==> src/design/dp_pkg.sv <==
package dp_pkg;

	// Bus, register and memory sizes
	localparam int DATA_W = 32;
	localparam int NUM_GPR = 16;
	localparam int GPR_SEL_W = $clog2(NUM_GPR);
	localparam int SHAMT_W = $clog2(DATA_W);
	localparam int ADDR_W = 9;
	localparam int MEM_DEPTH = 512;

	// Instruction register fields
	localparam int RA_LSB = 23;
	localparam int RB_LSB = 19;
	localparam int RC_LSB = 15;
	localparam int C_W = 19;
	// Branch condition code sits in the low bits of the rb field
	localparam int COND_W = 2;

	typedef enum logic [4:0] {
		ALU_ADD  = 5'd0,
		ALU_SUB  = 5'd1,
		ALU_AND  = 5'd2,
		ALU_OR   = 5'd3,
		ALU_SHR  = 5'd4,
		ALU_SHRA = 5'd5,
		ALU_SHL  = 5'd6,
		ALU_ROR  = 5'd7,
		ALU_ROL  = 5'd8,
		ALU_MUL  = 5'd9,
		ALU_DIV  = 5'd10,
		ALU_NEG  = 5'd11,
		ALU_NOT  = 5'd12
	} alu_op_t;

	// Codes 1 to 15 are left free, matching the per-register encoder layout
	typedef enum logic [4:0] {
		SRC_GPR    = 5'd0,
		SRC_HI     = 5'd16,
		SRC_LO     = 5'd17,
		SRC_ZHI    = 5'd18,
		SRC_ZLO    = 5'd19,
		SRC_PC     = 5'd20,
		SRC_MDR    = 5'd21,
		SRC_INPORT = 5'd22,
		SRC_CSIGN  = 5'd23,
		SRC_NONE   = 5'd31
	} bus_src_t;

endpackage

==> src/design/gpr_if.sv <==
`timescale 1ns/100ps

interface gpr_if;
	import dp_pkg::*;

	// One-hot register selects from field decode
	logic [NUM_GPR-1:0] wr_en;
	logic [NUM_GPR-1:0] rd_sel;
	logic               ba_out;

	// Selected register word toward the bus
	logic [DATA_W-1:0]  rd_data;

	modport decode (output wr_en, rd_sel, ba_out);

	modport regs (input wr_en, rd_sel, ba_out, output rd_data);

	modport mux (input rd_data);

endinterface

==> src/design/select_encode.sv <==
`timescale 1ns/100ps

module select_encode (
	input  logic [dp_pkg::DATA_W-1:0] ir_data,
	input  logic                      gra,
	input  logic                      grb,
	input  logic                      grc,
	input  logic                      r_in,
	input  logic                      r_out,
	input  logic                      ba_out,
	gpr_if.decode                     gpr,
	output logic [dp_pkg::DATA_W-1:0] c_sign_ext
);
	import dp_pkg::*;

	logic [GPR_SEL_W-1:0] reg_field;
	logic [NUM_GPR-1:0]   reg_onehot;
	logic                 field_valid;

	assign field_valid = gra | grb | grc;

	// Field pick with ra first when several are raised
	always_comb begin
		reg_field = '0;
		if (gra) begin
			reg_field = ir_data[RA_LSB +: GPR_SEL_W];
		end else if (grb) begin
			reg_field = ir_data[RB_LSB +: GPR_SEL_W];
		end else if (grc) begin
			reg_field = ir_data[RC_LSB +: GPR_SEL_W];
		end
	end

	// 4-to-16 decode
	always_comb begin
		reg_onehot = '0;
		if (field_valid)
			reg_onehot[reg_field] = 1'b1;
	end

	assign gpr.wr_en  = reg_onehot & {NUM_GPR{r_in}};
	assign gpr.rd_sel = reg_onehot & {NUM_GPR{r_out | ba_out}};
	assign gpr.ba_out = ba_out;

	// Immediate constant from the low IR bits
	assign c_sign_ext = {{(DATA_W - C_W){ir_data[C_W-1]}}, ir_data[C_W-1:0]};

endmodule

==> src/flat_wrapper.sv <==
// flat-port wrapper written by rule: the top's interface ports become plain ports
module select_encode_flat import dp_pkg::*;
  (ir_data, gra, grb, grc, r_in, r_out, ba_out, c_sign_ext, gpr_wr_en, gpr_rd_sel, gpr_ba_out);
  gpr_if gpr_i ();
  input  logic [dp_pkg::DATA_W-1:0] ir_data;
  input  logic gra;
  input  logic grb;
  input  logic grc;
  input  logic r_in;
  input  logic r_out;
  input  logic ba_out;
  output logic [dp_pkg::DATA_W-1:0] c_sign_ext;
  output wire logic [$bits(gpr_i.wr_en)-1:0] gpr_wr_en;
  output wire logic [$bits(gpr_i.rd_sel)-1:0] gpr_rd_sel;
  output wire logic [$bits(gpr_i.ba_out)-1:0] gpr_ba_out;
  assign gpr_wr_en = gpr_i.wr_en;
  assign gpr_rd_sel = gpr_i.rd_sel;
  assign gpr_ba_out = gpr_i.ba_out;
  select_encode u_core (.ir_data(ir_data), .gra(gra), .grb(grb), .grc(grc), .r_in(r_in), .r_out(r_out), .ba_out(ba_out), .gpr(gpr_i), .c_sign_ext(c_sign_ext));
endmodule
==> config.mk <==
export PLATFORM = sky130hd
export DESIGN_NAME = select_encode_flat
export DESIGN_NICKNAME = d
export VERILOG_FILES = /design/src/design/dp_pkg.sv /design/src/design/gpr_if.sv /design/src/design/select_encode.sv /design/src/flat_wrapper.sv
export SDC_FILE = /design/constraint.sdc
export NUM_CORES = 1
export LEC_CHECK = 0
export BUFFER_PORTS_ARGS = -buffer_cell sky130_fd_sc_hd__clkbuf_2
export CAP_MARGIN = 40
export CORE_MARGIN = 3
export CORE_UTILIZATION = 34
export DETAILED_ROUTE_END_ITERATION = 8
export MAX_ROUTING_LAYER = met4
export PLACE_DENSITY_LB_ADDON = 0.3
export SKIP_LAST_GASP = 1
export SLEW_MARGIN = 40
export SYNTH_ARGS = -nofsm -noshare
export SYNTH_HDL_FRONTEND = slang
export SYNTH_SLANG_ARGS = --single-unit
export TNS_END_PERCENT = 5
==> constraint.sdc <==
create_clock -name vclk -period 1.2
set_input_delay 0.06 -clock vclk [all_inputs]
set_output_delay 0.06 -clock vclk [all_outputs]
set_load 0.02 [all_outputs]
Yosys cells after proc, flatten, opt, wreduce, memory -nomap -nowiden
Index checks and enable logic that the tools add are counted.
{ "totals": {"latchBits": 0, "ff_bits": 0, "mem_count": 0, "ram_bits": 0, "rom_bits": 0, "out_inout_bits": 65} }
{ "classes": {"n_eq_ne": 0, "magnitude_cmp": 2, "n_reduce_logical": 1, "multipliers": 0, "addsub": 0, "n_bitwise": 5, "div_mod_pow": 0, "shifts": 0, "mux": 6} }
{ "ops": {"columns": ["op", "count"], "rows": [
  ["AND 16 bit", 2],
  ["two-way mux 16 bit", 1],
  ["two-way mux 4 bit", 3],
  ["less-than comparator 4 x 5 -> 1 bit, second input constant", 1],
  ["demux 1 bit (select 4 bit)", 1],
  ["greater-or-equal comparator 4 x 1 -> 1 bit, second input constant", 1],
  ["OR 1 bit", 3],
  ["logical AND 1 bit", 1],
  ["two-way mux 1 bit", 1]
]} }

Logic depth before layout (Yosys ltp)
Gate-level depths: netlist (run 1).
{ "logic_depth": {"ltp_word": 9, "ltp_mapped": 5, "ltp_nobuf": 3} }

Worst setup path after synthesis (run 1)
Ideal clock, no wire load.
{ "synth_timing": {"path_kind": "input port to output port", "start": "input port gra", "end": "output port gpr_rd_sel[12]", "arrival_ns": 1.437, "n_path_buf": 3, "cell_stages": 5, "required_ns": 1.140, "slack_ns": -0.297, "path_cell_list": "buf_6 > buf_6 > a22o_1 > buf_6 > nor4_1"} }
{ "synth_via": {"elab_chain_cells": 7} }
{ "synth_lines": {"columns": ["item", "line", "source"], "rows": [
  ["start, declared", "flat_wrapper.sv:6", "input logic gra;"],
  ["two-way mux 4 bit", "select_encode.sv:25", "if (gra) begin"],
  ["less-than comparator 4 x 5 -> 1 bit (implied by the code) / greater-or-equal comparator 4 x 1 -> 1 bit (equally long branches)", "select_encode.sv:38", "reg_onehot[reg_field] = 1'b1;"],
  ["logical AND 1 bit (implied by the code)", "select_encode.sv:38", null],
  ["two-way mux 1 bit (implied by the code)", "select_encode.sv:38", null],
  ["demux 1 bit (select 4 bit)", null, null],
  ["two-way mux 16 bit (*)", "select_encode.sv:37", "if (field_valid)"],
  ["AND 16 bit (*)", "select_encode.sv:42", "assign gpr.rd_sel = reg_onehot & {NUM_GPR{r_out | ba_out}};"],
  ["end, declared", "flat_wrapper.sv:14", "output wire logic [$bits(gpr_i.rd_sel)-1:0] gpr_rd_sel;"]
]} }
Mark *: on every way between the ends. The rest lies on a longest branch, timed or not.

Worst setup path after layout (run 1)
{ "layout_timing": {"start": "input port grc", "end": "output port gpr_wr_en[1]"} }
{ "layout_via": {"elab_chain_cells": 9} }
{ "layout_lines": {"columns": ["item", "line", "source"], "rows": [
  ["start, declared", "flat_wrapper.sv:8", "input logic grc;"],
  ["two-way mux 4 bit", "select_encode.sv:29", "end else if (grc) begin"],
  ["two-way mux 4 bit", "select_encode.sv:27", "end else if (grb) begin"],
  ["two-way mux 4 bit", "select_encode.sv:25", null],
  ["less-than comparator 4 x 5 -> 1 bit (implied by the code) / greater-or-equal comparator 4 x 1 -> 1 bit (equally long branches)", "select_encode.sv:38", null],
  ["logical AND 1 bit (implied by the code)", "select_encode.sv:38", null],
  ["two-way mux 1 bit (implied by the code)", "select_encode.sv:38", null],
  ["demux 1 bit (select 4 bit)", null, null],
  ["two-way mux 16 bit (*)", "select_encode.sv:37", null],
  ["AND 16 bit (*)", "select_encode.sv:41", "assign gpr.wr_en = reg_onehot & {NUM_GPR{r_in}};"],
  ["end, declared", "flat_wrapper.sv:13", "output wire logic [$bits(gpr_i.wr_en)-1:0] gpr_wr_en;"]
]} }
Marks and branches as above.

==> summary.md, run 1 <==
| Metric | Value |
|---|---|
| Status | `complete, but fails checks` |
| Violated checks | `negative setup slack` |
| Post-CTS Hold Fix Bufs | `0` |
| Path type of the worst min-delay path | `in2out` |
| Achievable frequency | `738.5 MHz` |
| Placed Area | `1211 um^2` |
| Design area | `around 1400 um^2` |
| Top cells by count, synth | `sky130_fd_sc_hd__buf_4 (33), sky130_fd_sc_hd__nor4_1 (32), sky130_fd_sc_hd__buf_6 (6)` |
| Cell-internal power | `around 0.28 mW` |
| Maximum resistive drop on vdd | `approximately 0.00046 V` |
| Layout clock buffer count | `0` |
| Data arrival, critical path | `1.29 ns` |
| Worst setup slack after layout | `-0.1540 ns` |
| Wire length of the first global-routing pass | `slightly above 4000 um` |
| Final hold violation count | `0` |
| Buffers on Ports | `~70` |
| Crit end category | `output port` |
| Detailed router's first-iteration violation count | `15` |
| Mean number of vias per cell | `around 5.8` |
| Die X-Extent | `between 50 and 60 um` |
| Tot GR Track Use | `between 10% and 20%` |
| Static leakage power | `around 0.62 nW` |
| Sequential cell area | `0 um^2` |
| Mapped Area | `roughly 800 um^2` |
| Number of maximum-capacitance constraint violations | `0` |
| RSZ-0062 raised after global routing | `yes` |
| Largest net degree at the start of global routing | `18` |
| Number of cells on the worst hold path | `0` |
| Sum of overflow across all layers after global routing | `0` |
| Synth warn | `0` |
| Leading cell type by number of instances after synthesis | `sky130_fd_sc_hd__buf_4` |
| Final cell utilization of the core | `68.87%` |
| Router iterations before antenna repair | `4` |
| Net total in the final layout | `roughly 200` |
| Initial antenna violation count | `0` |
| Worst path required time | `between 1 and 1.5 ns` |
| HPWL after DPL | `slightly above 2000 um` |
| Clock share of power | `0%` |
| Full die area | `between 2000 and 3000 um^2` |
| Gate Count Post-Synth | `about 110` |
| Post-synthesis cell type count | `25` |
| Worst Hold Launch | `ir_data[13]` |
| Post-layout min period | `between 1 and 1.5 ns` |
| Total number of sequential cells | `0` |
| Number of nets in the synthesized netlist | `about 150` |
| Share of the yosys chip area belonging to registers | `0%` |
| Smallest hold slack | `approximately 0.12 ns` |
| Vias in the first global route | `a little under 900` |
| Endpoints failing setup | `32` |
| Power Dens Cells | `around 480 nW/um^2` |
| Initial Utilization | `approximately two fifths` |
| Sink of the worst hold path | `c_sign_ext[13]` |
| Total core area | `between 2000 and 2500 um^2` |
| Fill count | `~160` |
| Setup Slack @ Placement | `-0.2379 ns` |
| DRC violation count after routing | `0` |
| Power share of the combinational group | `100.0%` |
| Post-route clock period utilization | `112.8%` |
| Total routed wirelength | `3019 um` |
| Synth Area per Inst | `~7 um^2` |
| CP Launch Type | `primary input` |
| Library cell occupying the most area in the post-synthesis netlist | `sky130_fd_sc_hd__buf_4` |
| Critical path class | `in2out` |
| Non-filler cells, final | `between 150 and 200` |
| Headroom to the max-slew limit | `about 57%` |
| Transition at the pin with the smallest max-transition slack | `~0.64 ns` |
| Die Y | `about 55 um` |
| Share of cells above drive strength 1 | `slightly above 80%` |
| Post-route antenna net violation count | `0` |
| Max-slew violations | `0` |
| Final RePlAce weighted congestion | `0.8840` |
| Area Growth Syn to Fin | `80.22%` |
| Net Sw Frac | `around 59%` |
| Via count | `around 1.1k` |
| Number of diodes | `0` |
| Peak fanout along the critical path | `12` |
| NetSw | `between 0.4 and 0.5 mW` |
| Top-level I/O count | `roughly 100` |
| Top area cells in the synthesized netlist | `sky130_fd_sc_hd__buf_4 (31%), sky130_fd_sc_hd__nor4_1 (25%), sky130_fd_sc_hd__buf_6 (8.4%)` |
| Proportion of netlist area held by the largest area contributor | `just over 30%` |
| Number of placed instances, taps included | `~180` |
| Sequential Power Share | `0%` |
| Average wire length per cell after detail routing | `16.06 um` |
| Number of rows created at floorplan | `16` |
worst max-delay path: stages:
cell	delay (ns)
sky130_fd_sc_hd__clkbuf_2	0.13
sky130_fd_sc_hd__and3b_2	0.25
sky130_fd_sc_hd__o21a_1	0.20
sky130_fd_sc_hd__buf_12	0.16
sky130_fd_sc_hd__nor4_2	0.28
sky130_fd_sc_hd__buf_4	0.21
power groups by stage:
| stage | logic, mW | registers [mW] | clock network [mW] |
|---|---|---|---|
| 3_5_place_dp | 0.578 | 0 | 0 |
| 6_report | 0.690 | 0 | 0 |
| 2_1_floorplan | 0.484 | 0 | 0 |
| 3_3_place_gp | 0.568 | 0 | 0 |
| 5_1_grt | 0.730 | 0 | 0 |
| 4_1_cts | 0.639 | 0 | 0 |
final cells by class:
class / count / area, um^2 / area share [%]
multi-input combinational: 70 / 767.0 / 52.98
timing repair buffer: 89 / 639.4 / 44.17
inverter: 2 / 7.507 / 0.5186
tap: 27 / 33.78 / 2.334
worst max-delay path by stage:
stage                     endpoint  startpoint
detailed placement   gpr_rd_sel[0]         grb
global placement     gpr_rd_sel[0]         grb
global route         gpr_wr_en[15]         grb
CTS                  gpr_rd_sel[5]         grb
floorplan           gpr_rd_sel[15]         gra
finish                gpr_wr_en[1]         grc
layer usage:
metal / vias to the layer above / GRT usage, % / share of wire, %
met4: 0 / 7.469 / 3.8
met5: - / - / 0
li1: 503 / - / -
met3: 14 / 1.090 / 8.0
met2: 64 / 31.89 / 50
met1: 500 / 22.12 / 38
cell usage in the layout, fill, tap and decap left out:
cell,n
sky130_fd_sc_hd__a22oi_1,1
sky130_fd_sc_hd__nand2b_4,1
sky130_fd_sc_hd__buf_6,1
sky130_fd_sc_hd__buf_12,5
sky130_fd_sc_hd__a31oi_1,1
sky130_fd_sc_hd__nand2_1,4
sky130_fd_sc_hd__and3b_2,2
sky130_fd_sc_hd__buf_4,25
sky130_fd_sc_hd__o211ai_1,3
sky130_fd_sc_hd__clkbuf_4,5
sky130_fd_sc_hd__nand3b_1,5
sky130_fd_sc_hd__a22oi_2,1
sky130_fd_sc_hd__and3b_1,2
sky130_fd_sc_hd__nor3b_1,1
sky130_fd_sc_hd__a31oi_2,1
sky130_fd_sc_hd__a22o_4,2
sky130_fd_sc_hd__nand2b_1,1
sky130_fd_sc_hd__o21ai_1,1
sky130_fd_sc_hd__inv_1,2
sky130_fd_sc_hd__clkbuf_8,2
sky130_fd_sc_hd__o21ai_2,1
sky130_fd_sc_hd__clkbuf_16,1
sky130_fd_sc_hd__a22o_1,1
sky130_fd_sc_hd__a21oi_4,1
sky130_fd_sc_hd__nor4_4,5
sky130_fd_sc_hd__nor4_2,27
sky130_fd_sc_hd__o2111ai_1,1
sky130_fd_sc_hd__o21a_1,1
sky130_fd_sc_hd__or2_2,1
sky130_fd_sc_hd__clkbuf_2,48
sky130_fd_sc_hd__buf_2,2
sky130_fd_sc_hd__o31ai_2,1
sky130_fd_sc_hd__a21o_1,2
sky130_fd_sc_hd__nor2b_2,1
sky130_fd_sc_hd__nor2b_1,1
sky130_fd_sc_hd__a21oi_1,1
what timing repair did:
item	CTS	global route
pin swaps	13	7
endpoints found under the hold margin	0	0
gates resized for setup	26	27
buffers inserted	0	4
endpoints found under the setup margin	32	32
gates cloned	2	0
logic make-up after synthesis:
family          synth area share, %
compound gates                17.29
buf+inv                       42.06
simple gates                  40.65
stage by stage:
stage | TNS, ns | power [mW]
global placement | -4.674 | 0.5682
global route | -4.947 | 0.7295
finish | -3.249 | 0.6896
CTS | -3.145 | 0.6392
floorplan | -4.677 | 0.4839
detailed placement | -5.591 | 0.5780
No activity file was read; power rests on OpenSTA's default activity.
==> run 2: changes to the inputs <==
clock period = 1.3 ns   (was 1.2 ns; I/O delays follow)
==> run 2 against run 1 <==
  * The run still ends with negative setup slack left
  * Clock-buffer cell count unchanged
  * Sequential share of layout area unchanged
  * Sequential cell count unchanged
  * Via count decreased by 7.7%
  * Critical path depth unchanged
  * Power decreased by 31%
  * Global-route usage decreased by 2.2 points
  * Die area unchanged
  * Largest cell class unchanged
  * Combinational power decreased by 31%
  * Critical path type unchanged
  * Core utilization decreased by 16 points
  * Non-clock buffer count decreased by 6
==> summary.md, run 2 (same netlist as run 1, synthesis figures left out) <==
| Metric | Value |
|---|---|
| Maximum resistive drop on vdd | `between 0.0002 and 0.00025 V` |
| Number of diodes | `0` |
| Most common cell after layout, fill and taps aside | `sky130_fd_sc_hd__clkbuf_2` |
| Router iterations before antenna repair | `4` |
| Tot GR Track Use | `~16%` |
| Gate family responsible for the most delay along the worst path | `simple AND/OR/NAND/NOR gates` |
| Critical Path Slowest Stage Cell | `sky130_fd_sc_hd__and3b_2` |
| Status | `complete, but fails checks` |
| HPWL after DPL | `2068 um` |
| Non-filler cells, final | `about 180` |
| DRC violation count after routing | `0` |
| Initial Utilization | `roughly two fifths` |
| Critical path class | `in2out` |
| Full die area | `2982 um^2` |
| Number of rows created at floorplan | `16` |
| Share of cells above drive strength 1 | `just under 70%` |
| Worst setup slack after layout | `-0.08479 ns` |
| Data arrival, critical path | `around 1.3 ns` |
| Detailed router's first-iteration violation count | `6` |
| Number of placed instances, taps included | `~180` |
| Mean number of vias per cell | `~5.5` |
| Transition at the pin with the smallest max-transition slack | `between 0.5 and 0.6 ns` |
| Largest incremental delay on the critical path | `~0.29 ns` |
| Average wire length per cell after detail routing | `14.35 um` |
| Accumulated negative setup slack | `-0.9905 ns` |
| Smallest hold slack | `about 0.13 ns` |
| Top-level I/O count | `about 100` |
| Power after layout | `between 0.4 and 0.5 mW` |
| Total routed wirelength | `~2600 um` |
| Post-route clock period utilization | `106.5%` |
| Power Dens Cells | `roughly 430 nW/um^2` |
| Peak fanout along the critical path | `11` |
| Area Growth Syn to Fin | `37.69%` |
| RSZ-0062 raised after global routing | `yes` |
| Post-CTS Hold Fix Bufs | `0` |
| Largest net degree at the start of global routing | `17` |
| Die Y | `54.61 um` |
| Max-slew violations | `0` |
| Number of maximum-capacitance constraint violations | `0` |
| CP Launch Type | `primary input` |
| Total core area | `around 2100 um^2` |
| Wire length of the first global-routing pass | `about 3700 um` |
| Path type of the worst min-delay path | `in2out` |
| Post-layout min period | `between 1 and 1.5 ns` |
| Combined buffer and inverter count along the critical path | `3` |
| Static leakage power | `around 0.52 nW` |
| Sum of overflow across all layers after global routing | `0` |
| Layout clock buffer count | `0` |
| Achievable frequency | `722.1 MHz` |
| Top library cells by usage in the layout, fill and taps aside | `sky130_fd_sc_hd__clkbuf_2 (53), sky130_fd_sc_hd__nor4_1 (20), sky130_fd_sc_hd__buf_4 (14)` |
| Sequential cell area | `0 um^2` |
| Initial antenna violation count | `0` |
| Final RePlAce weighted congestion | `~0.84` |
| Die X-Extent | `roughly 55 um` |
| Critical path cell sequence | `clkbuf_4 -> and3b_2 -> buf_4 -> o211ai_1 -> nor4_2 -> clkbuf_2` |
| Endpoints failing setup | `26` |
| Setup Slack @ Placement | `-0.1492 ns` |
| Net total in the final layout | `194` |
| Post-route antenna net violation count | `0` |
| Headroom to the max-slew limit | `60.08%` |
| Vias in the first global route | `about 850` |
| Via count | `roughly 1000` |
| Crit end category | `output port` |
| Buffers on Ports | `between 60 and 70` |
| Final hold violation count | `0` |
| Total number of sequential cells | `0` |
| Violated checks | `negative setup slack` |
| Worst path required time | `between 1 and 1.5 ns` |
## run 2: changes by cell type in the layout (fill, tap and decap cells not counted), sizes merged
cell	previous run	this run
a22o	3	2
clkbuf	56	63
buf	33	20
## run 2: stage by stage
| stage | cell area, um^2 | utilization [%] |
|---|---|---|
| finish | 1106 | 52.62 |
| global placement | 972.2 | 46.25 |
| global route | 1106 | 52.62 |
| detailed placement | 972.2 | 46.25 |
| floorplan | 803.3 | - |
| CTS | 1069 | 50.83 |
## run 2: path summary, 6_finish.rpt
path       start       endpoint  slack [ns]  cells past startpoint
max          grb   gpr_wr_en[6]       -0.08                      6
min   ir_data[8]  c_sign_ext[8]        0.13                      0
## run 2: what timing repair did
action | CTS | global route
pin swaps | 1 | 2
resized for setup | 25 | 11
buffers inserted | 0 | 0
setup endpoints to repair | 32 | 32
## run 2: report_power, final
part | internal (mW) | switching [mW] | leakage (nW) | total (mW)
logic | 0.175 | 0.299 | 0.523 | 0.473
registers | 0 | 0 | 0 | 0
clock network | 0 | 0 | 0 | 0
total | 0.175 | 0.299 | 0.523 | 0.473
## run 2: cell type report
class                           count  area, um^2
Fill cell                         223       996.0
Multi-Input combinational cell     69       574.3
Timing Repair Buffer               83       490.5
Tap cell                           27       33.78
Inverter                            2       7.507
## run 2: per-layer routing
metal  track usage [%]  vias up  part of all wire [%]
met5                 -        -                     0
met3             1.090        8                   6.6
met2             27.17       47                    53
met1             20.99      457                    40
met4             4.149        0                  0.96
li1                  -      486                     -
==> run 3: changes to the inputs <==
CELL_PAD_IN_SITES_DETAIL_PLACEMENT = 1   (was unset)
CELL_PAD_IN_SITES_GLOBAL_PLACEMENT = 2   (was unset)
CORE_UTILIZATION = 14   (was 34)
==> run 3 against run 2 <==
  * Sequential cell count unchanged
  * Core utilization down 27 points
  * Largest cell class unchanged
  * Largest power group unchanged
  * The run still ends with negative setup slack left
  * Fmax down 2.3%
  * Critical path type unchanged
  * Power grew 18%
==> summary.md, run 3 (same netlist as run 1, synthesis figures left out) <==
| Metric | Value |
|---|---|
| Final hold violation count | `0` |
| Data arrival, critical path | `between 1 and 1.5 ns` |
| Area Growth Syn to Fin | `67.29%` |
| Fill count | `around 660` |
| Post-layout min period | `between 1 and 1.5 ns` |
| Max-slew violations | `0` |
| Top-level I/O count | `103` |
| RSZ-0062 raised after global routing | `yes` |
| Headroom to the max-slew limit | `between 50% and 60%` |
| Router iterations before antenna repair | `2` |
| Post-route antenna net violation count | `0` |
| Total routed wirelength | `about 3500 um` |
| Violated checks | `negative setup slack` |
| Critical path cell sequence | `clkbuf_4 -> nand3b_1 -> a22o_4 -> nor4_2 -> clkbuf_4` |
| Combined buffer and inverter count along the critical path | `2` |
| Critical Path Slowest Stage Cell | `sky130_fd_sc_hd__a22o_4` |
| Sum of overflow across all layers after global routing | `0` |
| Achievable frequency | `~710 MHz` |
| Layout clock buffer count | `0` |
| HPWL after DPL | `roughly 2900 um` |
| Non-filler cells, final | `around 230` |
| Top library cells by usage in the layout, fill and taps aside | `sky130_fd_sc_hd__clkbuf_2 (44), sky130_fd_sc_hd__buf_4 (24), sky130_fd_sc_hd__nor4_2 (16), sky130_fd_sc_hd__clkbuf_4 (16), sky130_fd_sc_hd__nor4_1 (10)` |
| Via count | `just over 1k` |
| Largest net degree at the start of global routing | `17` |
| Most common cell after layout, fill and taps aside | `sky130_fd_sc_hd__clkbuf_2` |
| Transition at the pin with the smallest max-transition slack | `0.6016 ns` |
| Number of cells on the worst hold path | `0` |
| Path type of the worst min-delay path | `in2out` |
| Static leakage power | `~0.57 nW` |
| Smallest hold slack | `roughly 0.13 ns` |
| Most common cell on crit path | `sky130_fd_sc_hd__clkbuf_4` |
| Worst Hold Launch | `ir_data[4]` |
| Number of placed instances, taps included | `231` |
| Endpoints failing setup | `32` |
| Net total in the final layout | `about 200` |
| Power after layout | `between 0.5 and 0.6 mW` |
| Gate family responsible for the most delay along the worst path | `simple AND/OR/NAND/NOR gates` |
| Tot GR Track Use | `roughly a tenth` |
| Status | `complete, but fails checks` |
| Initial antenna violation count | `0` |
| Sequential cell area | `0 um^2` |
| Average wire length per cell after detail routing | `14.93 um` |
| Die Y | `81.75 um` |
| Maximum resistive drop on vdd | `between 0.00015 and 0.0002 V` |
| Sink of the worst hold path | `c_sign_ext[4]` |
| Die X-Extent | `81.75 um` |
| Buffers on Ports | `68` |
| Critical path class | `in2out` |
| Number of rows created at floorplan | `26` |
| Total number of sequential cells | `0` |
| Initial Utilization | `~15%` |
| Worst setup slack after layout | `-0.1176 ns` |
| Vias in the first global route | `1062` |
| Largest incremental delay on the critical path | `between 0.3 and 0.4 ns` |
| Share of cells above drive strength 1 | `between 70 and 80%` |
| DRC violation count after routing | `0` |
| Crit end category | `output port` |
| Final RePlAce weighted congestion | `roughly 0.76` |
| Post-CTS Hold Fix Bufs | `0` |
| Number of diodes | `0` |
| Worst path required time | `between 1 and 1.5 ns` |
| CP Launch Type | `primary input` |
| Mean number of vias per cell | `between 4 and 5` |
| Number of maximum-capacitance constraint violations | `0` |
| Wire length of the first global-routing pass | `5340 um` |
| Full die area | `approximately 6700 um^2` |
| Post-route clock period utilization | `109.0%` |
| Power Dens Cells | `roughly 420 nW/um^2` |
| Peak fanout along the critical path | `16` |
| Total core area | `between 5000 and 6000 um^2` |
| Detailed router's first-iteration violation count | `38` |
## run 3: how the worst max path moves through the flow
stage / start / endpoint / slack, ns / depth (start not counted)
floorplan: gra / gpr_rd_sel[12] / -0.21 / 5
global placement: grb / gpr_rd_sel[13] / -0.22 / 5
detailed placement: grb / gpr_rd_sel[12] / -0.30 / 5
CTS: grb / gpr_wr_en[3] / -0.1 / 5
global route: grb / gpr_wr_en[7] / -0.17 / 5
finish: grb / gpr_wr_en[3] / -0.12 / 5
## run 3: metrics by stage
step | setup slack, ns | util [%] | setup TNS [ns] | area, um^2
final | -0.1176 | 25.19 | -2.399 | 1344
after global routing | -0.1656 | 25.19 | -4.784 | 1344
after CTS | -0.09773 | 24.39 | -2.422 | 1301
after detailed placement | -0.3027 | 19.98 | -5.031 | 1066
after global placement | -0.2200 | 19.98 | -3.921 | 1066
after floorplan | -0.2075 | - | -5.206 | 803.3
## run 3: power by group
part / internal (mW) / switching [mW] / leakage (nW)
combinational: 0.205 / 0.354 / 0.574
clock: 0 / 0 / 0
sequential: 0 / 0 / 0
## run 3: metal layers
| metal | wire length (um) | global-route usage, % |
|---|---|---|
| met5 | 0 | - |
| met1 | 1396 | 11.56 |
| met3 | 135 | 0.3289 |
| met4 | 31 | 1.329 |
| met2 | 1899 | 19.79 |
## run 3: what timing repair did
action | 4_1_cts | 5_1_grt
pin swaps | 3 | 3
resized for setup | 48 | 14
setup buffers | 1 | 0
hold endpoints to repair | 0 | 0
endpoints found under the setup margin | 32 | 32
## run 3: cell type report
type | count | area, um^2 | area share (%)
Multi-Input combinational cell | 69 | 680.7 | 50.65
Timing Repair Buffer | 91 | 568.0 | 42.27
Tap cell | 70 | 87.58 | 6.518
Inverter | 2 | 7.507 | 0.5587
